==> src/hw/duty_pkg.sv <==
`default_nettype none

package duty_pkg;

    localparam int SAMPLE_W       = 8;
    localparam int CNT_W          = 10;
    localparam int PCT_W          = 7;
    localparam int THRESHOLD      = 4;
    localparam int STABLE_REPEATS = 4;
    localparam int CREDITS        = 2;

    // Derived widths.
    localparam int CRED_W = $clog2(CREDITS + 1);
    localparam int QPTR_W = $clog2(CREDITS);
    // high*100 stays below 2^(CNT_W+7).
    localparam int PROD_W = CNT_W + 7;
    localparam int STEP_W = $clog2(PCT_W + 1);
    localparam int RUN_W  = $clog2(STABLE_REPEATS + 1);

    localparam logic [CNT_W-1:0] CNT_MAX = '1;

    // Period tracker states.
    localparam logic [1:0] ST_WAIT_LOW  = 2'd0;
    localparam logic [1:0] ST_WAIT_HIGH = 2'd1;
    localparam logic [1:0] ST_IN_HIGH   = 2'd2;
    localparam logic [1:0] ST_IN_LOW    = 2'd3;

endpackage

`default_nettype wire

==> src/hw/meas_if.sv <==
`timescale 1ns/1ps
`default_nettype none

interface meas_if;
    import duty_pkg::*;

    logic             rec_valid;
    logic [CNT_W-1:0] high_cnt;
    logic [CNT_W-1:0] total_cnt;
    logic             credit_return;

    modport tracker (
        output rec_valid,
        output high_cnt,
        output total_cnt,
        input  credit_return
    );

    modport divider (
        input  rec_valid,
        input  high_cnt,
        input  total_cnt,
        output credit_return
    );

endinterface

`default_nettype wire

==> src/hw/duty_meter_top.sv <==
`timescale 1ns/1ps
`default_nettype none

module duty_meter_top (
    input wire                          clk,
    input wire                          rst_n,
    input wire [duty_pkg::SAMPLE_W-1:0] wave_in,
    input wire [duty_pkg::SAMPLE_W-1:0] amplitude,
    output wire [duty_pkg::PCT_W-1:0]   duty,
    output wire                         duty_valid
);
    import duty_pkg::*;

    wire             pct_valid;
    wire [PCT_W-1:0] pct;

    meas_if meas ();

    period_tracker u_tracker (
        .clk       (clk),
        .rst_n     (rst_n),
        .wave_in   (wave_in),
        .amplitude (amplitude),
        .meas      (meas.tracker)
    );

    percent_divider u_divider (
        .clk       (clk),
        .rst_n     (rst_n),
        .meas      (meas.divider),
        .pct_valid (pct_valid),
        .pct       (pct)
    );

    duty_stabilizer u_stabilizer (
        .clk        (clk),
        .rst_n      (rst_n),
        .pct_valid  (pct_valid),
        .pct        (pct),
        .duty       (duty),
        .duty_valid (duty_valid)
    );

endmodule

`default_nettype wire

==> src/hw/duty_stabilizer.sv <==
`timescale 1ns/1ps
`default_nettype none

module duty_stabilizer (
    input wire                         clk,
    input wire                         rst_n,
    input wire                         pct_valid,
    input wire [duty_pkg::PCT_W-1:0]   pct,
    output logic [duty_pkg::PCT_W-1:0] duty,
    output logic                       duty_valid
);
    import duty_pkg::*;

    logic [PCT_W-1:0] last_pct;
    logic             primed;
    logic [RUN_W-1:0] run_cnt;
    logic [RUN_W-1:0] run_nxt;
    logic             repeat_hit;

    assign repeat_hit = primed && (pct == last_pct);

    // Run count saturates once the repeat target is reached.
    always_comb begin
        run_nxt = '0;
        if (repeat_hit) begin
            run_nxt = (run_cnt == RUN_W'(STABLE_REPEATS)) ? run_cnt : run_cnt + 1'b1;
        end
    end

    always_ff @(posedge clk) begin
        if (pct_valid) begin
            last_pct <= pct;
        end
    end

    always_ff @(posedge clk) begin
        if (!rst_n) begin
            primed     <= 1'b0;
            run_cnt    <= '0;
            duty       <= '0;
            duty_valid <= 1'b0;
        end else if (pct_valid) begin
            primed  <= 1'b1;
            run_cnt <= run_nxt;
            // Fifth equal result in a row.
            if (run_nxt >= RUN_W'(STABLE_REPEATS)) begin
                duty       <= pct;
                duty_valid <= 1'b1;
            end
        end
    end

endmodule

`default_nettype wire

==> src/hw/percent_divider.sv <==
`timescale 1ns/1ps
`default_nettype none

module percent_divider (
    input wire                           clk,
    input wire                           rst_n,
    meas_if.divider                      meas,
    output logic                         pct_valid,
    output logic [duty_pkg::PCT_W-1:0]   pct
);
    import duty_pkg::*;

    logic [CNT_W-1:0]  q_high  [CREDITS];
    logic [CNT_W-1:0]  q_total [CREDITS];
    logic [QPTR_W-1:0] wr_ptr;
    logic [QPTR_W-1:0] rd_ptr;
    logic [CRED_W-1:0] q_count;

    logic              busy;
    logic [STEP_W-1:0] step;
    logic [PROD_W-1:0] rem;
    logic [PROD_W-1:0] den;
    logic [PCT_W-1:0]  quo;
    logic [PROD_W-1:0] head_high;
    logic [PROD_W-1:0] scaled;
    logic              start;
    logic              finish;

    // high * 100 = high * (64 + 32 + 4).
    assign head_high = PROD_W'(q_high[rd_ptr]);
    assign scaled    = (head_high << 6) + (head_high << 5) + (head_high << 2);

    assign finish = busy && (step == STEP_W'(PCT_W));
    assign start  = (!busy || finish) && (q_count != '0);

    always_ff @(posedge clk) begin
        if (meas.rec_valid) begin
            q_high[wr_ptr]  <= meas.high_cnt;
            q_total[wr_ptr] <= meas.total_cnt;
        end
    end

    always_ff @(posedge clk) begin
        if (!rst_n) begin
            wr_ptr  <= '0;
            rd_ptr  <= '0;
            q_count <= '0;
        end else begin
            if (meas.rec_valid) begin
                wr_ptr <= (wr_ptr == QPTR_W'(CREDITS - 1)) ? '0 : wr_ptr + 1'b1;
            end
            if (start) begin
                rd_ptr <= (rd_ptr == QPTR_W'(CREDITS - 1)) ? '0 : rd_ptr + 1'b1;
            end
            if (meas.rec_valid && !start) begin
                q_count <= q_count + 1'b1;
            end else if (!meas.rec_valid && start) begin
                q_count <= q_count - 1'b1;
            end
        end
    end

    always_ff @(posedge clk) begin
        if (!rst_n) begin
            busy               <= 1'b0;
            step               <= '0;
            pct_valid          <= 1'b0;
            meas.credit_return <= 1'b0;
        end else begin
            pct_valid          <= finish;
            meas.credit_return <= finish;
            if (start) begin
                busy <= 1'b1;
                step <= '0;
            end else if (finish) begin
                busy <= 1'b0;
            end else if (busy) begin
                step <= step + 1'b1;
            end
        end
    end

    // Restoring division, one quotient bit per cycle, MSB first.
    always_ff @(posedge clk) begin
        if (start) begin
            rem <= scaled;
            den <= PROD_W'(q_total[rd_ptr]) << (PCT_W - 1);
            quo <= '0;
        end else if (busy && !finish) begin
            if (rem >= den) begin
                rem <= rem - den;
                quo <= {quo[PCT_W-2:0], 1'b1};
            end else begin
                quo <= {quo[PCT_W-2:0], 1'b0};
            end
            den <= den >> 1;
        end
        if (finish) begin
            pct <= quo;
        end
    end

endmodule

`default_nettype wire

==> src/hw/period_tracker.sv <==
`timescale 1ns/1ps
`default_nettype none

module period_tracker (
    input wire                          clk,
    input wire                          rst_n,
    input wire [duty_pkg::SAMPLE_W-1:0] wave_in,
    input wire [duty_pkg::SAMPLE_W-1:0] amplitude,
    meas_if.tracker                     meas
);
    import duty_pkg::*;

    logic [SAMPLE_W-1:0] low_ref;
    logic [SAMPLE_W-1:0] hi_up;
    logic [SAMPLE_W-1:0] hi_dn;
    logic [SAMPLE_W-1:0] lo_up;
    logic [SAMPLE_W-1:0] lo_dn;
    logic                is_high;
    logic                is_low;

    logic [1:0]          state;
    logic [CNT_W-1:0]    run_high;
    logic [CNT_W-1:0]    run_total;
    logic                end_now;
    logic                period_end;
    logic [CRED_W-1:0]   credits;
    logic                spend;

    // Low reference is 256 - amplitude, wrapping in 8 bits.
    assign low_ref = ~amplitude + 1'b1;

    // Distances in both directions, modulo 256.
    assign hi_up = wave_in - amplitude;
    assign hi_dn = amplitude - wave_in;
    assign lo_up = wave_in - low_ref;
    assign lo_dn = low_ref - wave_in;

    assign is_high = (hi_up <= THRESHOLD) || (hi_dn <= THRESHOLD);
    assign is_low  = (lo_up <= THRESHOLD) || (lo_dn <= THRESHOLD);

    // A high sample after the low phase closes the period, unless it has saturated.
    assign end_now = (state == ST_IN_LOW) && is_high && (run_total != CNT_MAX);

    always_ff @(posedge clk) begin
        if (!rst_n) begin
            state      <= ST_WAIT_LOW;
            run_high   <= '0;
            run_total  <= '0;
            period_end <= 1'b0;
        end else begin
            period_end <= end_now;
            case (state)
                ST_WAIT_LOW: begin
                    if (is_low) begin
                        state <= ST_WAIT_HIGH;
                    end
                end
                ST_WAIT_HIGH: begin
                    if (is_high) begin
                        state     <= ST_IN_HIGH;
                        run_high  <= CNT_W'(1);
                        run_total <= CNT_W'(1);
                    end
                end
                ST_IN_HIGH: begin
                    if (run_total == CNT_MAX) begin
                        state <= ST_WAIT_LOW;
                    end else begin
                        run_total <= run_total + 1'b1;
                        if (is_low) begin
                            state <= ST_IN_LOW;
                        end else begin
                            run_high <= run_high + 1'b1;
                        end
                    end
                end
                default: begin
                    if (run_total == CNT_MAX) begin
                        state <= ST_WAIT_LOW;
                    end else if (is_high) begin
                        // The ending sample opens the next period.
                        state     <= ST_IN_HIGH;
                        run_high  <= CNT_W'(1);
                        run_total <= CNT_W'(1);
                    end else begin
                        run_total <= run_total + 1'b1;
                    end
                end
            endcase
        end
    end

    // Record payload, held until the next period ends.
    always_ff @(posedge clk) begin
        if (end_now) begin
            meas.high_cnt  <= run_high;
            meas.total_cnt <= run_total;
        end
    end

    // Without a credit the record is dropped.
    assign spend = period_end && (credits != '0);

    always_ff @(posedge clk) begin
        if (!rst_n) begin
            credits        <= CRED_W'(CREDITS);
            meas.rec_valid <= 1'b0;
        end else begin
            meas.rec_valid <= spend;
            if (spend && !meas.credit_return) begin
                credits <= credits - 1'b1;
            end else if (!spend && meas.credit_return) begin
                credits <= credits + 1'b1;
            end
        end
    end

endmodule

`default_nettype wire

==> config.mk <==
export PLATFORM = sky130hd
export DESIGN_NAME = duty_meter_top
export DESIGN_NICKNAME = d
export VERILOG_FILES = /design/src/hw/duty_pkg.sv /design/src/hw/meas_if.sv /design/src/hw/duty_meter_top.sv /design/src/hw/duty_stabilizer.sv /design/src/hw/percent_divider.sv /design/src/hw/period_tracker.sv
export SDC_FILE = /design/constraint.sdc
export NUM_CORES = 1
export LEC_CHECK = 0
export BUFFER_PORTS_ARGS = -buffer_cell sky130_fd_sc_hd__clkbuf_2
export CORE_MARGIN = 5
export CORE_UTILIZATION = 45
export DETAILED_ROUTE_END_ITERATION = 8
export GPL_TIMING_DRIVEN = 0
export HOLD_SLACK_MARGIN = 0.1
export PLACE_DENSITY = 0.57
export SETUP_SLACK_MARGIN = 0.05
export SLEW_MARGIN = 10
export SYNTH_ARGS = -nofsm -noshare
export SYNTH_HDL_FRONTEND = slang
export SYNTH_HIERARCHICAL = 1
export SYNTH_SLANG_ARGS = --single-unit
==> constraint.sdc <==
create_clock -name clk -period 10.93 [get_ports clk]
set_input_delay 2.186 -clock clk [delete_from_list [all_inputs] [get_ports clk]]
set_output_delay 2.186 -clock clk [all_outputs]
set_load 0.03 [all_outputs]
---- Yosys cells after proc, flatten, opt, wreduce, memory -nomap -nowiden ----
Memory sizes are Yosys's and may differ from the RTL's. A register that Yosys moved wholly into a read port is not among the register bits.
Index checks and enable logic that the tools add are counted.
cells by class
  bitwise logic cells ..................... 4
  divide/modulo/power cells ............... 0
  shift operators ......................... 0
  magnitude comparators ................... 6
  multiplexer cells ....................... 38
  add/subtract/negate cells ............... 18
  reductions and logical operators ........ 35
  multipliers ............................. 0
  eq/ne operators ......................... 14
operator list
  operator                                                        number
  2-to-1 mux 10 bit                                               8
  one-hot mux 10 bit (3 select lines)                             2
  2-to-1 mux 17 bit                                               3
  less-or-equal comparator 8 x 3 -> 1 bit, second input constant  4
  2-to-1 mux 16 bit                                               2
  subtractor 8 bit                                                4
  adder 10 x 1 -> 10 bit, second input constant                   2
  2-to-1 mux 2 bit                                                9
  adder 16 x 15 -> 17 bit                                         1
  adder 17 x 12 -> 17 bit                                         1
  >= comparator 17 x 16 -> 1 bit                                  1
  subtractor 17 x 16 -> 17 bit                                    1
  nonzero test 2 bit                                              7
  logical AND 1 bit                                               11
  2-to-1 mux 1 bit                                                11
  == test 10 bit, second input constant                           1
  inequality test 10 bit, second input constant                   1
  adder 8 x 1 -> 8 bit, second input constant                     1
  inverter 8 bit                                                  1
  AND reduction 2 bit                                             4
  AND reduction 4 bit                                             2
  == test 7 bit                                                   1
  adder 3 x 1 -> 3 bit, second input constant                     2
  == test 3 bit, second input constant                            2
  16 further kinds                                                33
word-level totals
  memories ................................ 2
  RAM bits ................................ 40
  register bits after elaboration ......... 121
  latch bits .............................. 0
  ROM bits ................................ 0
  bits of input ports ..................... 18
memory list
  name               words  width  rd ports  clocked after memory_dff  write ports  RTL line               source
  u_divider.q_high   2      10     1         1                         1            percent_divider.sv:13  logic [CNT_W-1:0] q_high [CREDITS];
  u_divider.q_total  2      10     1         1                         1            percent_divider.sv:14  logic [CNT_W-1:0] q_total [CREDITS];

---- Depth between registers and ports, before layout ----
  depth in word-level cells ............... 8
  depth in mapped cells ................... 15
  depth with buffers taken out ............ 14

---- Hierarchy ----
The synthesis kept the hierarchy.
by module, submodules not included
  module           cells each  area an instance (um^2)  times used  sequential area each (um^2)
  percent_divider  405         4949.7                   1           2682.6
  period_tracker   367         3370.7                   1           1121.1
  duty_stabilizer  71          804.5                    1           450.4

---- Worst setup path after synthesis ----
No wires, ideal clock.
  path type ............................... input to register
  start point ............................. input amplitude[1] (netlist name)
  end point ............................... register u_tracker.run_high[0]
  stages on the path ...................... 13
  required time ........................... 10.811 ns
  arrival time ............................ 5.012 ns
  path slack .............................. 5.799 ns
  setup time .............................. 0.119 ns
  cells stage by stage .................... or4_4 > nor2_1 > xnor2_1 > ha_1 > clkbuf_1 > a21oi_1 > o22ai_1 > a2111oi_0 > o211ai_2 > a31oi_2 > buf_4 > nor2_1 > o221a_1
between the ends
  cells in the longest elaborated chain, start to end .. 7
ends and longest elaborated chain
  element                                     RTL line                                    source
  start: declaration                          duty_meter_top.sv:8                         input wire [duty_pkg::SAMPLE_W-1:0] amplitude,
  inverter 8 bit                              period_tracker.sv:30                        assign low_ref = ~amplitude + 1'b1;
  adder 8 x 1 -> 8 bit                        period_tracker.sv:30
  subtractor 8 bit, on equally long branches  period_tracker.sv:35, period_tracker.sv:36
  less-or-equal comparator 8 x 3 -> 1 bit     period_tracker.sv:39                        assign is_low = (lo_up <= THRESHOLD) || (lo_dn <= THRESHOLD);
  logical OR 1 bit                            period_tracker.sv:39
  inequality test 2 bit (no line)             n/a
  AND reduction 4 bit (no line)               n/a
  end signal: assignment                      period_tracker.sv:73                        run_high <= run_high + 1'b1;
  end: declaration                            period_tracker.sv:22                        logic [CNT_W-1:0] run_high;
Parallel ways exist; a longest one is shown, timed or not. The select of a mux whose other input is x is not followed.
A chain may end at the register's enable or synchronous reset.

---- Worst setup path after layout ----
  start point ............................. input amplitude[2] (netlist name)
  end point ............................... register u_tracker.run_high[0]
The elaborated chain is that of the path after synthesis.

==> metrics.yaml <==
syn_avg_cell_area_um2: 10.8
cts_root_buf: "clkbuf_16"
initial_core_util_pct: 45.4
num_rows: 52
hold_path_class: "reg2reg"
vias: 6531
cts_tree: "done"
fin_area_um2: 10200
viasPerCell: 5.57
power_density_nw_per_um2: 241
post_cts_buffers: 0
h-tree-depth: 4
drc_errors: 0
ys.flop_type: "edfxtp_1"
status: "finished clean"
port_buffers: 25
grt_pass1_vias: 6595
dr.pass1.iters: 4
cts_max_path_buffers: 2
yosys_warnings: 6
place.detailed.hpwl_mm: 14.2
synth_seq_cells: 162
max_freq_ghz: 0.185
worst_setup_path_start_kind: "input port"
drt_iter0_markers: 276
worst_pin_slew_ps: 988
fin_skew_ps: 7.24
gp_congestion: 0.806
maxCapViolations: 0
track_usage_pct: 16.3
grt_pass1_wl_mm: 31.6
finalSetupViolCount: 0
multi_input_area_um2: 4520
die_height_um: 152
cts.reportedPaths.clkPinSlew_ps: 60
dpl-instance-area_um2: 9640
endpoint_kind: "flip-flop"
final.period_utilization_pct: 49.5
antenna_cells_inserted: 0
ys_async_sr_fraction_pct: 0
io_pins: 26
ff_latch_area_um2: 4250
slew_headroom_pct: 33.6
p_leak_nw: 3.84
path_max_fanout: 10
nets: 988
clock_sinks: 162
preCtsSetupSlack_ps: 5040
final_antenna_net_count: 0
peakVddDrop_uv: 117
drive_above_1_share_pct: 11.8
die_w_um: 152
rsz0062_at_grt: "false"
drv_slew: 0
hold_viol_final: 0
crit_required_ps: 11240
wl_per_cell_um: 16.1
post_synth_num_cell_types: 84
setup.worst_path.class: "in2reg"
synthesis.area_um2: 9130
cp.arrival_ps: 5710
fin_ws_ps: 5520
seq_area_frac_synth_pct: 46.6
totalWireLength_mm: 18.9
die_area_um2: 23200
numCtsBuffers: 17
worstSkewPairLatency_ps: 420
layout_min_cycle_time_ps: 5410
cts.repair.resized: 0
syn_nets: 941
synthToLayoutAreaGrowth_pct: 11.8
grt_max_degree: 21
nFillCells: 1823
antenna_found_initial: 0
design.core.area_um2: 20100
tns_ps: 0
holdBufCountCts: 0
syn_inst: 843
grt-ovfl-total: 0
synth-edff-count: 101
## where the power goes
part	switching, mW	total (mW)	internal, mW
registers	0.0438	0.837	0.793
clock network	0.250	0.565	0.315
logic	0.628	1.06	0.429
total	0.922	2.46	1.54
## flip-flops by register name (all words and copies together), names as in the netlist, 10 cells and up, named ones only
register and cells:
u_divider/q_total 20, u_tracker/meas.high_cnt 10, u_tracker/run_total 10, u_divider/q_high 20
u_tracker/meas.total_cnt 10, u_divider/rem 17, u_tracker/run_high 10, u_divider/den 16
## metrics by stage
| step | utilization (%) | total power [mW] | cells | hold WS [ps] |
|---|---|---|---|---|
| floorplan | - | 1.65 | 843 | 409 |
| global placement | 47.7 | 1.86 | 1138 | 420 |
| detailed placement | 48.0 | 1.90 | 1141 | 431 |
| CTS | 50.8 | 2.48 | 1173 | 447 |
| global route | 50.8 | 2.63 | 1173 | 463 |
| finish | 50.8 | 2.46 | 1173 | 446 |
## cell usage in the layout, fill, tap and decap left out, types with 6 or more instances in the layout
| cell | count |
|---|---|
| a211oi_1 | 6 |
| a21o_1 | 12 |
| a21oi_1 | 53 |
| a22o_1 | 6 |
| and2_1 | 13 |
| and3_1 | 6 |
| clkbuf_1 | 14 |
| clkbuf_16 | 17 |
| clkbuf_2 | 25 |
| dfxtp_1 | 61 |
| edfxtp_1 | 101 |
| fa_1 | 10 |
| ha_1 | 70 |
| inv_1 | 60 |
| mux2_2 | 10 |
| mux2i_1 | 24 |
| nand2_1 | 58 |
| nand2b_1 | 12 |
| nand3_1 | 21 |
| nand4_1 | 10 |
| nor2_1 | 33 |
| nor2b_1 | 11 |
| nor3_1 | 8 |
| o211ai_1 | 6 |
| o21a_1 | 13 |
| o21ai_0 | 29 |
| o21ai_1 | 9 |
| o22ai_1 | 17 |
| o31ai_1 | 21 |
| or3_1 | 14 |
| or4_1 | 15 |
| xnor2_1 | 26 |
| xor2_1 | 11 |
## final timing paths
path / startpoint / end / slack (ps) / cells after the start
setup / recovery: amplitude[2] / u_tracker/run_high[0]$_SDFFE_PN0P_ / 5520 / 14
setup reg to reg: flip-flop / u_divider/rem[12]$_DFFE_PP_ / 7340 / 12
hold reg to reg: u_tracker/meas.high_cnt[5]$_DFFE_PP_ / u_divider/q_high[0][5]$_DFFE_PP_ / 450 / 0
hold / removal: u_tracker/meas.high_cnt[5]$_DFFE_PP_ / u_divider/q_high[0][5]$_DFFE_PP_ / 450 / 0
## kinds of logic (layout without fill, tap and decap cells)
kind of cell / count (synthesis) / count (layout) / share of synthesized area, %
adder cells (fa/ha/maj): 80 / 80 / 11.8
XOR/XNOR: 37 / 37 / 3.55
AO/OA/AOI/OAI: 219 / 219 / 16.7
multiplexers: 34 / 34 / 3.87
flip-flops: 162 / 162 / 46.6
AND/OR/NAND/NOR: 226 / 226 / 13.5
buffers and inverters: 85 / 145 / 3.95
## cells in the mapped netlist, types with 8 or more instances
library cell / number / share of area, %
a21o_1: 12 / 0.99
xnor2_1: 26 / 2.5
nor2_1: 35 / 1.4
dfxtp_1: 61 / 13
o21ai_1: 9 / 0.49
o21ai_0: 29 / 1.6
nor3_1: 8 / 0.44
or4_1: 15 / 1.2
fa_1: 10 / 2.2
nand3_1: 21 / 1.2
edfxtp_1: 101 / 33
or3_1: 14 / 0.96
o21a_1: 13 / 1.1
and2_1: 13 / 0.89
nor2b_1: 12 / 0.82
nand2b_1: 12 / 0.82
ha_1: 70 / 9.6
mux2_2: 10 / 1.2
o22ai_1: 17 / 1.2
xor2_1: 11 / 1.1
nand4_1: 10 / 0.69
mux2i_1: 24 / 2.6
nand2_1: 58 / 2.4
clkbuf_1: 13 / 0.53
inv_1: 60 / 2.5
o31ai_1: 21 / 1.7
a21oi_1: 53 / 2.9
## layout make-up
type / instances / share of cell area [%]
flip-flops and latches: 162 / 41.7
repair buffers: 28 / 1.67
plain buffers: 24 / 1.29
clock inverters: 11 / 0.907
inverters: 61 / 2.24
well taps: 270 / 3.31
clock buffers: 21 / 4.61
multi-input cells: 596 / 44.3
## metal layers
| layer | vias up | part of all wire [%] | global-route usage, % | routed length [um] |
|---|---|---|---|---|
| met3 | 32 | 2.3 | 3.21 | 425 |
| met4 | 0 | 1.9 | 6.08 | 365 |
| met5 | - | 0 | 0 | 0 |
| li1 | 3237 | - | - | - |
| met2 | 92 | 48 | 26.8 | 9010 |
| met1 | 3170 | 48 | 21.6 | 9050 |
## critical path: stages
cell       delay, ps
clkbuf_2         140
or4_4            560
nor2_1           140
xnor2_1          170
ha_1             270
clkbuf_1         200
a21oi_1          180
o22ai_1           90
a2111oi_0        560
o211ai_2         190
a31oi_2          450
buf_4            260
nor2_1            60
o221a_1          250
(Power assumes the default switching activity.)
